## config.mk

```make
export PLATFORM = sky130hd
export DESIGN_NAME = obi_axi_subsys_top
export DESIGN_NICKNAME = d
export VERILOG_FILES = /design/src/common/axi_lite_pkg.sv /design/src/common/obi_pkg.sv /design/src/obi_axi_subsys_top.sv /design/src/axi_lite_arbiter.sv /design/src/obi_data_bridge.sv /design/src/obi_instr_bridge.sv
export SDC_FILE = /design/constraint.sdc
export NUM_CORES = 1
export LEC_CHECK = 0
export ABC_AREA = 1
export BUFFER_PORTS_ARGS = -buffer_cell sky130_fd_sc_hd__buf_2
export CAP_MARGIN = 20
export CORE_ASPECT_RATIO = 0.7
export CORE_MARGIN = 2
export CORE_UTILIZATION = 49
export CTS_CLUSTER_DIAMETER = 150
export DETAILED_ROUTE_END_ITERATION = 16
export GPL_ROUTABILITY_DRIVEN = 0
export PLACE_DENSITY = 0.79
export SYNTH_ARGS = -nofsm -noshare
export SYNTH_HDL_FRONTEND = slang
export SYNTH_SLANG_ARGS = --single-unit
export TNS_END_PERCENT = 1
```

## constraint.sdc

```tcl
create_clock -name clk_i -period 4.4 [get_ports clk_i]
set_input_delay 0.22 -clock clk_i [delete_from_list [all_inputs] [get_ports clk_i]]
set_output_delay 0.22 -clock clk_i [all_outputs]
set_load 0.02 [all_outputs]
```

## src/common/axi_lite_pkg.sv

```systemverilog
// AXI4-Lite encodings for a master with a single outstanding transaction and two requesters
package axi_lite_pkg;

  // ----------------------------------------
  // Response codes
  // ----------------------------------------

  typedef enum logic [1:0] {
    RESP_OKAY   = 2'b00,
    RESP_EXOKAY = 2'b01,
    RESP_SLVERR = 2'b10,
    RESP_DECERR = 2'b11
  } axi_resp_e;

  // SLVERR and DECERR both map to an OBI error
  function automatic logic resp_is_err(axi_resp_e resp);
    return (resp == RESP_SLVERR) || (resp == RESP_DECERR);
  endfunction

  // ----------------------------------------
  // Arbiter encodings
  // ----------------------------------------

  typedef enum logic [1:0] {
    // Looking for a requester
    ARB_IDLE = 2'd0,
    // Read address on the master bus
    ARB_RD   = 2'd1,
    // Write address and data on the master bus
    ARB_WR   = 2'd2,
    // Master ready high until the response arrives
    ARB_RESP = 2'd3
  } arb_state_e;

  // Owner of the current or last master transaction
  typedef enum logic {
    PORT_INSTR = 1'b0,
    PORT_DATA  = 1'b1
  } arb_port_e;

endpackage

```

## src/common/obi_pkg.sv

```systemverilog
// Default OBI widths assume a 32-bit core bus with 8-bit byte lanes and one request in flight
package obi_pkg;

  // ----------------------------------------
  // Bus widths
  // ----------------------------------------

  // Core address bus
  parameter int OBI_ADDR_W = 32;
  // Core data bus
  parameter int OBI_DATA_W = 32;
  // One enable per byte lane of the data bus
  parameter int OBI_BE_W   = OBI_DATA_W / 8;

  // ----------------------------------------
  // Bridge FSM
  // ----------------------------------------

  // Shared by the instruction and data bridges
  typedef enum logic [1:0] {
    // Free for a new core request
    BR_IDLE = 2'd0,
    // AXI request valid until the arbiter takes it
    BR_ADDR = 2'd1,
    // Waiting for the R or B response
    BR_RESP = 2'd2,
    // One cycle of rvalid toward the core
    BR_DONE = 2'd3
  } bridge_state_e;

endpackage
```

## src/obi_axi_subsys_top.sv

```systemverilog
// Two OBI core ports onto one AXI4-Lite master with at most one master transaction outstanding
`timescale 1ns/1ps

module obi_axi_subsys_top
  import obi_pkg::*;
  import axi_lite_pkg::*;
#(
  parameter int ADDR_W = OBI_ADDR_W,
  parameter int DATA_W = OBI_DATA_W
) (
  input  logic                clk_i,
  input  logic                arst_n_i,
  // OBI instruction port
  input  logic                instr_req_i,
  input  logic [ADDR_W-1:0]   instr_addr_i,
  output logic                instr_gnt_o,
  output logic                instr_rvalid_o,
  output logic [DATA_W-1:0]   instr_rdata_o,
  output logic                instr_err_o,
  // OBI data port
  input  logic                data_req_i,
  input  logic                data_we_i,
  input  logic [DATA_W/8-1:0] data_be_i,
  input  logic [ADDR_W-1:0]   data_addr_i,
  input  logic [DATA_W-1:0]   data_wdata_i,
  output logic                data_gnt_o,
  output logic                data_rvalid_o,
  output logic [DATA_W-1:0]   data_rdata_o,
  output logic                data_err_o,
  // AXI4-Lite master
  output logic                m_awvalid_o,
  input  logic                m_awready_i,
  output logic [ADDR_W-1:0]   m_awaddr_o,
  output logic                m_wvalid_o,
  input  logic                m_wready_i,
  output logic [DATA_W-1:0]   m_wdata_o,
  output logic [DATA_W/8-1:0] m_wstrb_o,
  input  logic                m_bvalid_i,
  output logic                m_bready_o,
  input  logic [1:0]          m_bresp_i,
  output logic                m_arvalid_o,
  input  logic                m_arready_i,
  output logic [ADDR_W-1:0]   m_araddr_o,
  input  logic                m_rvalid_i,
  output logic                m_rready_o,
  input  logic [DATA_W-1:0]   m_rdata_i,
  input  logic [1:0]          m_rresp_i
);

  localparam int BE_W = OBI_BE_W * DATA_W / OBI_DATA_W;

  // ----------------------------------------
  // Bridge to arbiter channels
  // ----------------------------------------

  // Instruction side
  logic              i_ar_valid, i_ar_ready, i_r_valid;
  logic [ADDR_W-1:0] i_ar_addr;
  logic [DATA_W-1:0] i_r_data;
  axi_resp_e         i_r_resp;
  // Data side
  logic              d_ar_valid, d_ar_ready, d_r_valid;
  logic [ADDR_W-1:0] d_ar_addr;
  logic [DATA_W-1:0] d_r_data;
  axi_resp_e         d_r_resp;
  logic              d_aw_valid, d_aw_ready, d_b_valid;
  logic [ADDR_W-1:0] d_aw_addr;
  logic [DATA_W-1:0] d_w_data;
  logic [BE_W-1:0]   d_w_strb;
  axi_resp_e         d_b_resp;

  obi_instr_bridge #(
    .ADDR_W (ADDR_W),
    .DATA_W (DATA_W)
  ) u_instr_bridge (
    .clk_i      (clk_i),
    .arst_n_i   (arst_n_i),
    .req_i      (instr_req_i),
    .addr_i     (instr_addr_i),
    .gnt_o      (instr_gnt_o),
    .rvalid_o   (instr_rvalid_o),
    .rdata_o    (instr_rdata_o),
    .err_o      (instr_err_o),
    .ar_valid_o (i_ar_valid),
    .ar_addr_o  (i_ar_addr),
    .ar_ready_i (i_ar_ready),
    .r_valid_i  (i_r_valid),
    .r_data_i   (i_r_data),
    .r_resp_i   (i_r_resp)
  );

  obi_data_bridge #(
    .ADDR_W (ADDR_W),
    .DATA_W (DATA_W)
  ) u_data_bridge (
    .clk_i      (clk_i),
    .arst_n_i   (arst_n_i),
    .req_i      (data_req_i),
    .we_i       (data_we_i),
    .be_i       (data_be_i),
    .addr_i     (data_addr_i),
    .wdata_i    (data_wdata_i),
    .gnt_o      (data_gnt_o),
    .rvalid_o   (data_rvalid_o),
    .rdata_o    (data_rdata_o),
    .err_o      (data_err_o),
    .ar_valid_o (d_ar_valid),
    .ar_addr_o  (d_ar_addr),
    .ar_ready_i (d_ar_ready),
    .r_valid_i  (d_r_valid),
    .r_data_i   (d_r_data),
    .r_resp_i   (d_r_resp),
    .aw_valid_o (d_aw_valid),
    .aw_addr_o  (d_aw_addr),
    .w_data_o   (d_w_data),
    .w_strb_o   (d_w_strb),
    .aw_ready_i (d_aw_ready),
    .b_valid_i  (d_b_valid),
    .b_resp_i   (d_b_resp)
  );

  // Round-robin merge onto the master port
  axi_lite_arbiter #(
    .ADDR_W (ADDR_W),
    .DATA_W (DATA_W)
  ) u_arbiter (
    .clk_i        (clk_i),
    .arst_n_i     (arst_n_i),
    .i_ar_valid_i (i_ar_valid),
    .i_ar_addr_i  (i_ar_addr),
    .i_ar_ready_o (i_ar_ready),
    .i_r_valid_o  (i_r_valid),
    .i_r_data_o   (i_r_data),
    .i_r_resp_o   (i_r_resp),
    .d_ar_valid_i (d_ar_valid),
    .d_ar_addr_i  (d_ar_addr),
    .d_aw_valid_i (d_aw_valid),
    .d_aw_addr_i  (d_aw_addr),
    .d_w_data_i   (d_w_data),
    .d_w_strb_i   (d_w_strb),
    .d_ar_ready_o (d_ar_ready),
    .d_aw_ready_o (d_aw_ready),
    .d_r_valid_o  (d_r_valid),
    .d_r_data_o   (d_r_data),
    .d_r_resp_o   (d_r_resp),
    .d_b_valid_o  (d_b_valid),
    .d_b_resp_o   (d_b_resp),
    .m_awvalid_o  (m_awvalid_o),
    .m_awready_i  (m_awready_i),
    .m_awaddr_o   (m_awaddr_o),
    .m_wvalid_o   (m_wvalid_o),
    .m_wready_i   (m_wready_i),
    .m_wdata_o    (m_wdata_o),
    .m_wstrb_o    (m_wstrb_o),
    .m_bvalid_i   (m_bvalid_i),
    .m_bready_o   (m_bready_o),
    .m_bresp_i    (m_bresp_i),
    .m_arvalid_o  (m_arvalid_o),
    .m_arready_i  (m_arready_i),
    .m_araddr_o   (m_araddr_o),
    .m_rvalid_i   (m_rvalid_i),
    .m_rready_o   (m_rready_o),
    .m_rdata_i    (m_rdata_i),
    .m_rresp_i    (m_rresp_i)
  );

endmodule

```

## src/axi_lite_arbiter.sv

```systemverilog
// Two requesters share one AXI4-Lite master with a single outstanding transaction at a time
`timescale 1ns/1ps

module axi_lite_arbiter
  import obi_pkg::*;
  import axi_lite_pkg::*;
#(
  parameter int ADDR_W = OBI_ADDR_W,
  parameter int DATA_W = OBI_DATA_W
) (
  input  logic                clk_i,
  input  logic                arst_n_i,
  // Instruction bridge
  input  logic                i_ar_valid_i,
  input  logic [ADDR_W-1:0]   i_ar_addr_i,
  output logic                i_ar_ready_o,
  output logic                i_r_valid_o,
  output logic [DATA_W-1:0]   i_r_data_o,
  output axi_resp_e           i_r_resp_o,
  // Data bridge
  input  logic                d_ar_valid_i,
  input  logic [ADDR_W-1:0]   d_ar_addr_i,
  input  logic                d_aw_valid_i,
  input  logic [ADDR_W-1:0]   d_aw_addr_i,
  input  logic [DATA_W-1:0]   d_w_data_i,
  input  logic [DATA_W/8-1:0] d_w_strb_i,
  output logic                d_ar_ready_o,
  output logic                d_aw_ready_o,
  output logic                d_r_valid_o,
  output logic [DATA_W-1:0]   d_r_data_o,
  output axi_resp_e           d_r_resp_o,
  output logic                d_b_valid_o,
  output axi_resp_e           d_b_resp_o,
  // AXI4-Lite master
  output logic                m_awvalid_o,
  input  logic                m_awready_i,
  output logic [ADDR_W-1:0]   m_awaddr_o,
  output logic                m_wvalid_o,
  input  logic                m_wready_i,
  output logic [DATA_W-1:0]   m_wdata_o,
  output logic [DATA_W/8-1:0] m_wstrb_o,
  input  logic                m_bvalid_i,
  output logic                m_bready_o,
  input  logic [1:0]          m_bresp_i,
  output logic                m_arvalid_o,
  input  logic                m_arready_i,
  output logic [ADDR_W-1:0]   m_araddr_o,
  input  logic                m_rvalid_i,
  output logic                m_rready_o,
  input  logic [DATA_W-1:0]   m_rdata_i,
  input  logic [1:0]          m_rresp_i
);

  localparam int STRB_W = DATA_W / 8;

  arb_state_e        state_q, state_d;
  arb_port_e         last_q, win;
  logic              d_req;
  logic              grant;
  logic              wr_q;
  logic              aw_done_q, w_done_q;
  logic              aw_ok, w_ok;
  logic [ADDR_W-1:0] addr_q;
  logic [DATA_W-1:0] wdata_q;
  logic [STRB_W-1:0] strb_q;

  // ----------------------------------------
  // Round-robin grant
  // ----------------------------------------

  assign d_req = d_ar_valid_i | d_aw_valid_i;
  assign grant = (state_q == ARB_IDLE) & (i_ar_valid_i | d_req);

  // On a tie the port that did not own the last grant wins
  always_comb begin
    if (i_ar_valid_i && d_req) win = (last_q == PORT_INSTR) ? PORT_DATA : PORT_INSTR;
    else if (d_req) win = PORT_DATA;
    else win = PORT_INSTR;
  end

  assign i_ar_ready_o = grant & (win == PORT_INSTR);
  // Write wins if the data bridge ever showed both
  assign d_aw_ready_o = grant & (win == PORT_DATA) & d_aw_valid_i;
  assign d_ar_ready_o = grant & (win == PORT_DATA) & d_ar_valid_i & ~d_aw_valid_i;

  // ----------------------------------------
  // Master bus
  // ----------------------------------------

  assign m_araddr_o  = addr_q;
  assign m_awaddr_o  = addr_q;
  assign m_wdata_o   = wdata_q;
  assign m_wstrb_o   = strb_q;
  assign m_arvalid_o = (state_q == ARB_RD);
  // AW and W rise together and drop on their own handshakes
  assign m_awvalid_o = (state_q == ARB_WR) & ~aw_done_q;
  assign m_wvalid_o  = (state_q == ARB_WR) & ~w_done_q;
  assign aw_ok       = aw_done_q | m_awready_i;
  assign w_ok        = w_done_q | m_wready_i;
  assign m_rready_o  = (state_q == ARB_RESP) & ~wr_q;
  assign m_bready_o  = (state_q == ARB_RESP) & wr_q;

  // Responses steered to the owner in the master handshake cycle
  assign i_r_valid_o = m_rready_o & m_rvalid_i & (last_q == PORT_INSTR);
  assign d_r_valid_o = m_rready_o & m_rvalid_i & (last_q == PORT_DATA);
  // Only the data port writes
  assign d_b_valid_o = m_bready_o & m_bvalid_i;
  assign i_r_data_o  = m_rdata_i;
  assign d_r_data_o  = m_rdata_i;
  assign i_r_resp_o  = axi_resp_e'(m_rresp_i);
  assign d_r_resp_o  = axi_resp_e'(m_rresp_i);
  assign d_b_resp_o  = axi_resp_e'(m_bresp_i);

  always_comb begin
    state_d = state_q;
    unique case (state_q)
      ARB_IDLE: begin
        if (grant) state_d = (d_aw_ready_o) ? ARB_WR : ARB_RD;
      end
      ARB_RD:   if (m_arready_i) state_d = ARB_RESP;
      // Write phase ends once both AW and W are through
      ARB_WR:   if (aw_ok && w_ok) state_d = ARB_RESP;
      default:  if (wr_q ? m_bvalid_i : m_rvalid_i) state_d = ARB_IDLE;
    endcase
  end

  always_ff @(posedge clk_i or negedge arst_n_i) begin
    if (!arst_n_i) begin
      state_q   <= ARB_IDLE;
      // Instruction port first after reset
      last_q    <= PORT_DATA;
      wr_q      <= 1'b0;
      aw_done_q <= 1'b0;
      w_done_q  <= 1'b0;
    end else begin
      state_q <= state_d;
      if (grant) begin
        last_q <= win;
        wr_q   <= d_aw_ready_o;
      end
      // Completion flags live only inside the write phase
      aw_done_q <= (state_q == ARB_WR) & aw_ok;
      w_done_q  <= (state_q == ARB_WR) & w_ok;
    end
  end

  // Request payload of the granted port
  always_ff @(posedge clk_i) begin
    if (grant) begin
      if (win == PORT_INSTR) addr_q <= i_ar_addr_i;
      else if (d_aw_valid_i) addr_q <= d_aw_addr_i;
      else addr_q <= d_ar_addr_i;
      wdata_q <= d_w_data_i;
      strb_q  <= d_w_strb_i;
    end
  end

endmodule

```

## src/obi_data_bridge.sv

```systemverilog
// Read/write OBI port with one request at a time and write responses returning zero read data
`timescale 1ns/1ps

module obi_data_bridge
  import obi_pkg::*;
  import axi_lite_pkg::*;
#(
  parameter int ADDR_W = OBI_ADDR_W,
  parameter int DATA_W = OBI_DATA_W
) (
  input  logic                clk_i,
  input  logic                arst_n_i,
  // OBI data port from the core
  input  logic                req_i,
  input  logic                we_i,
  input  logic [DATA_W/8-1:0] be_i,
  input  logic [ADDR_W-1:0]   addr_i,
  input  logic [DATA_W-1:0]   wdata_i,
  output logic                gnt_o,
  output logic                rvalid_o,
  output logic [DATA_W-1:0]   rdata_o,
  output logic                err_o,
  // Read channels toward the arbiter
  output logic                ar_valid_o,
  output logic [ADDR_W-1:0]   ar_addr_o,
  input  logic                ar_ready_i,
  input  logic                r_valid_i,
  input  logic [DATA_W-1:0]   r_data_i,
  input  axi_resp_e           r_resp_i,
  // Write channels toward the arbiter
  output logic                aw_valid_o,
  output logic [ADDR_W-1:0]   aw_addr_o,
  output logic [DATA_W-1:0]   w_data_o,
  output logic [DATA_W/8-1:0] w_strb_o,
  input  logic                aw_ready_i,
  input  logic                b_valid_i,
  input  axi_resp_e           b_resp_i
);

  // Byte enables scale with the data width
  localparam int BE_W = OBI_BE_W * DATA_W / OBI_DATA_W;

  bridge_state_e     state_q, state_d;
  logic              we_q;
  logic [ADDR_W-1:0] addr_q;
  logic [DATA_W-1:0] wdata_q;
  logic [BE_W-1:0]   be_q;
  logic [DATA_W-1:0] rdata_q;
  logic              err_q;
  logic              req_take;
  logic              rsp_take;

  assign gnt_o      = req_i & (state_q == BR_IDLE);

  // ----------------------------------------
  // Request side
  // ----------------------------------------

  // Direction picks exactly one request channel
  assign ar_valid_o = (state_q == BR_ADDR) & ~we_q;
  assign aw_valid_o = (state_q == BR_ADDR) & we_q;
  // Same captured address on both channels
  assign ar_addr_o  = addr_q;
  assign aw_addr_o  = addr_q;
  assign w_data_o   = wdata_q;
  assign w_strb_o   = be_q;
  // Single ready covers AW and W together
  assign req_take   = we_q ? aw_ready_i : ar_ready_i;

  // ----------------------------------------
  // Response side
  // ----------------------------------------

  // B for writes and R for reads
  assign rsp_take   = (state_q == BR_RESP) & (we_q ? b_valid_i : r_valid_i);
  assign rvalid_o   = (state_q == BR_DONE);
  assign rdata_o    = rdata_q;
  assign err_o      = err_q;

  always_comb begin
    state_d = state_q;
    unique case (state_q)
      BR_IDLE: if (gnt_o) state_d = BR_ADDR;
      BR_ADDR: if (req_take) state_d = BR_RESP;
      BR_RESP: if (rsp_take) state_d = BR_DONE;
      default: state_d = BR_IDLE;
    endcase
  end

  always_ff @(posedge clk_i or negedge arst_n_i) begin
    if (!arst_n_i) begin
      state_q <= BR_IDLE;
    end else begin
      state_q <= state_d;
    end
  end

  // Whole OBI request captured on acceptance
  always_ff @(posedge clk_i) begin
    if (gnt_o) begin
      we_q    <= we_i;
      addr_q  <= addr_i;
      wdata_q <= wdata_i;
      be_q    <= be_i;
    end
    if (rsp_take) begin
      // Writes return zero data
      rdata_q <= we_q ? '0 : r_data_i;
      err_q   <= resp_is_err(we_q ? b_resp_i : r_resp_i);
    end
  end

endmodule

```

## src/obi_instr_bridge.sv

```systemverilog
// Read-only OBI port with one request at a time and the R response always taken without a ready
`timescale 1ns/1ps

module obi_instr_bridge
  import obi_pkg::*;
  import axi_lite_pkg::*;
#(
  parameter int ADDR_W = OBI_ADDR_W,
  parameter int DATA_W = OBI_DATA_W
) (
  input  logic              clk_i,
  input  logic              arst_n_i,
  // OBI instruction port from the core
  input  logic              req_i,
  input  logic [ADDR_W-1:0] addr_i,
  output logic              gnt_o,
  output logic              rvalid_o,
  output logic [DATA_W-1:0] rdata_o,
  output logic              err_o,
  // Read request toward the arbiter
  output logic              ar_valid_o,
  output logic [ADDR_W-1:0] ar_addr_o,
  input  logic              ar_ready_i,
  // Read response from the arbiter
  input  logic              r_valid_i,
  input  logic [DATA_W-1:0] r_data_i,
  input  axi_resp_e         r_resp_i
);

  bridge_state_e     state_q, state_d;
  logic [ADDR_W-1:0] addr_q;
  logic [DATA_W-1:0] rdata_q;
  logic              err_q;
  logic              r_take;

  // Core stalls on gnt while a fetch is in flight
  assign gnt_o      = req_i & (state_q == BR_IDLE);
  // Request valid starts the cycle after acceptance
  assign ar_valid_o = (state_q == BR_ADDR);
  assign ar_addr_o  = addr_q;
  // Response handshake with the arbiter
  assign r_take     = (state_q == BR_RESP) & r_valid_i;
  // Registered response toward the core
  assign rvalid_o   = (state_q == BR_DONE);
  assign rdata_o    = rdata_q;
  assign err_o      = err_q;

  // ----------------------------------------
  // FSM
  // ----------------------------------------

  always_comb begin
    state_d = state_q;
    unique case (state_q)
      BR_IDLE: if (gnt_o) state_d = BR_ADDR;
      BR_ADDR: if (ar_ready_i) state_d = BR_RESP;
      BR_RESP: if (r_take) state_d = BR_DONE;
      // Single rvalid pulse then free again
      default: state_d = BR_IDLE;
    endcase
  end

  always_ff @(posedge clk_i or negedge arst_n_i) begin
    if (!arst_n_i) begin
      state_q <= BR_IDLE;
    end else begin
      state_q <= state_d;
    end
  end

  // Address on acceptance and read result on the R handshake
  always_ff @(posedge clk_i) begin
    if (gnt_o) addr_q <= addr_i;
    if (r_take) begin
      rdata_q <= r_data_i;
      err_q   <= resp_is_err(r_resp_i);
    end
  end

endmodule

```

==> run summary <==
status = completed
CP arrival = 2.55 ns
Area growth syn-to-layout = 41.6%
initial antenna violation count = 0
Initial Util = 49.8%
syn_area_per_cell = 18.1 sq um
post-synth top area share = 79.1%
Num CTS Buffers = 23
Worst Hold Class = primary input to flop
hold wc startpoint = m_bresp_i[1]
grt met3 use = 4.30%
RR Endpoint = u_data_bridge.w_data_o[23]
Max Slew Vio Count = 0
min Tclk post-route = 2.77 ns
period utilization = 63.0%
I/O pins = 321
Layout Utilization = 70.6%
Post-CTS Resized = 0
core area = 17,900 sq um
Setup CP Type = flop to output port
total track usage = 21.7%
reg-to-reg slack, setup = 1.96 ns
Antenna Nets Post-Route = 0
Seq/Total Area, Yosys = 81.9%
clock root buffer = clkbuf_16
ratio of cells with drive above 1 in the final layout = 40.9%
Initial DRC Count = 412
largest net degree at the start of global routing = 49
multiplexer area fraction after synthesis = 5.43%
die width = 165 um
r2r worst-path depth = 5
n_diodes = 0
Hold Path Stages = 2
via count = 5,573
dpl hpwl = 13,200 um
Net count, final = 1,099
worst-case clock buffer depth = 3
met1 Use GR = 26.9%
count of final hold-check violations = 0
Peak Freq = 361 MHz
Port Buffer Count = 318
Netlist Area Pre-Place = 8920 sq um
clock sinks = 245
largest family of logic cells by synthesized area = buffers and inverters
main area contributors after synthesis = edfxtp_1, mux2_4, buf_4
Post-Syn Nets = 653
type of origin of the critical path = flop
routed vias/inst = 4.69
routed wire length = 22,000 um
crit end category = output port
hold endpoint = u_data_bridge.err_o
pwr/cell area = 580 nW/um^2
maximum vdd drop = 0.000467 V
Synth Area in Compound Gates = 0.645%
vias in the first global route = 5,705
most frequent cells in the layout = buf_2, edfxtp_1, dlygate4sd3_1
die footprint = 19,300 sq um
GRT Residual Overflow = 0
TritonCTS clock tree = done
adder-cell area share of the yosys netlist = 2.10%
GR peak layer = met2
Slew HR = 36.7%
Clk Latency, worst-skew pair = 0.50 ns
crit path max fanout = 48
RSZ-0062 raised after global routing = false
drt drc = 0
Yosys warning total = 0
row cnt = 41
Mapped Cells = 492
leakage power = 5.33 nW
setup bufs post-CTS = 0
post-synthesis simple-gate area fraction = 4.14%
Worst-path clk slew = 0.07 ns
global-route wire length before repair = 31,200 um
Seq cells post-synth = 245
cell taking the most area after synthesis = edfxtp_1
Critical Path RT = 4.18 ns
post-synthesis xor/xnor area fraction = 0%
commonest non-fill, non-tap cell in the layout = buf_2
met2 Resource Use GR = 39.3%
Setup TNS = 0 ns
Tightest Pin Transition = 0.948 ns
fill count = 1,085
Unique masters post-synth = 24
max-cap viol count = 0
H-tree Lvls = 1
origin of the critical flop-to-flop path = u_data_bridge.state_q[0]
Routed WL per cell = 18.5 um
DR pass1 iterations = 5
Final Skew = 0.0117 ns
Die Span Y = 117 um
number of setup violations in the final report = 0
==> worst max-delay path, stage by stage, from the launching register on <==
cell and delay (ns):
dfrtp_1 0.43, inv_1 0.09, ha_1 0.22, nand2_1 0.10, clkinv_2 0.73, buf_2 0.45
==> sequential cells by signal, indices dropped and copies added (netlist names), 32 cells and up <==
signal / flops
u_data_bridge.rdata_o: 32
u_arbiter.m_araddr_o: 32
u_instr_bridge.ar_addr_o: 32
u_data_bridge.w_data_o: 32
u_arbiter.m_wdata_o: 32
u_instr_bridge.rdata_o: 32
u_data_bridge.ar_addr_o: 32
==> cell usage after synthesis <==
cell and n:
inv_1 59, clkbuf_1 1, or2_2 1, nor3b_1 1, nand2_1 31, a21oi_1 5, nand3_1 10, edfxtp_1 235
buf_2 1, nand4_1 2, nor2_2 1, ha_1 15, mux2_4 30, buf_6 3, nand2_4 1, dfrtp_1 9
nor3_1 1, mux2_2 3, o21bai_1 1, buf_4 32, o21ai_0 5, dfstp_2 1, buf_1 3, nor2_1 41
==> cell families (layout without fill, tap and decap cells) <==
family	after synthesis	count (layout)
flops	245	245
buf+inv	99	560
simple gates	89	89
mux	33	33
fa+ha+maj	15	15
compound gates	11	11
==> timing repair <==
item                                    4_1_cts  5_1_grt
hold buffers                                137        0
endpoints found under the setup margin        0        0
hold endpoints to repair                    147        0
==> layout make-up <==
class / count / area [sq um] / area share, %
Sequential cell: 245 / 7310 / 57.9
Timing Repair Buffer: 461 / 3020 / 23.9
Multi-Input combinational cell: 148 / 1110 / 8.81
Clock buffer: 32 / 609 / 4.82
Tap cell: 236 / 295 / 2.34
Inverter: 59 / 223 / 1.76
Clock inverter: 8 / 62.6 / 0.495
==> worst max-delay path by stage <==
stage	startpoint	to	slack, ns
finish	u_data_bridge.state_q[0]	data_gnt_o	1.63
floorplan	u_arbiter.state_q[0]	u_instr_bridge.err_o	0.77
global placement	u_data_bridge.state_q[0]	u_data_bridge.w_strb_o[3]	2.05
detailed placement	u_data_bridge.state_q[0]	u_data_bridge.w_data_o[15]	1.96
global route	u_data_bridge.state_q[0]	data_gnt_o	1.48
CTS	u_data_bridge.state_q[0]	data_gnt_o	1.58
==> metrics by stage <==
| step | area [sq um] | total power (W) | hold slack [ns] | std cells | worst slack (ns) |
|---|---|---|---|---|---|
| 6_report | 12600 | 0.00733 | 0.0261 | 1189 | 1.63 |
| 5_1_grt | 12600 | 0.00768 | 0.0216 | 1189 | 1.48 |
| 4_1_cts | 12600 | 0.00732 | 0.00506 | 1189 | 1.58 |
| 3_5_place_dp | 10600 | 0.00543 | 0.103 | 1012 | 1.96 |
| 3_3_place_gp | 10600 | 0.00536 | 0.102 | 1012 | 2.05 |
| 2_1_floorplan | 8920 | 0.00489 | -0.0756 | 492 | 0.770 |
==> where the power goes <==
part | switching [W] | internal [W] | leakage, nW
clock | 0.000801 | 0.00102 | 0.324
sequential | 0.000197 | 0.00321 | 2.29
combinational | 0.00131 | 0.000777 | 2.72
==> routing by layer <==
metal	part of all wire (%)	routed length [um]	up-vias
li1	-	-	2600
met1	39	8560	2672
met2	52	11400	262
met3	7.0	1530	39
met4	2.1	461	0
met5	0	0	-
(Power assumes the default switching activity.)
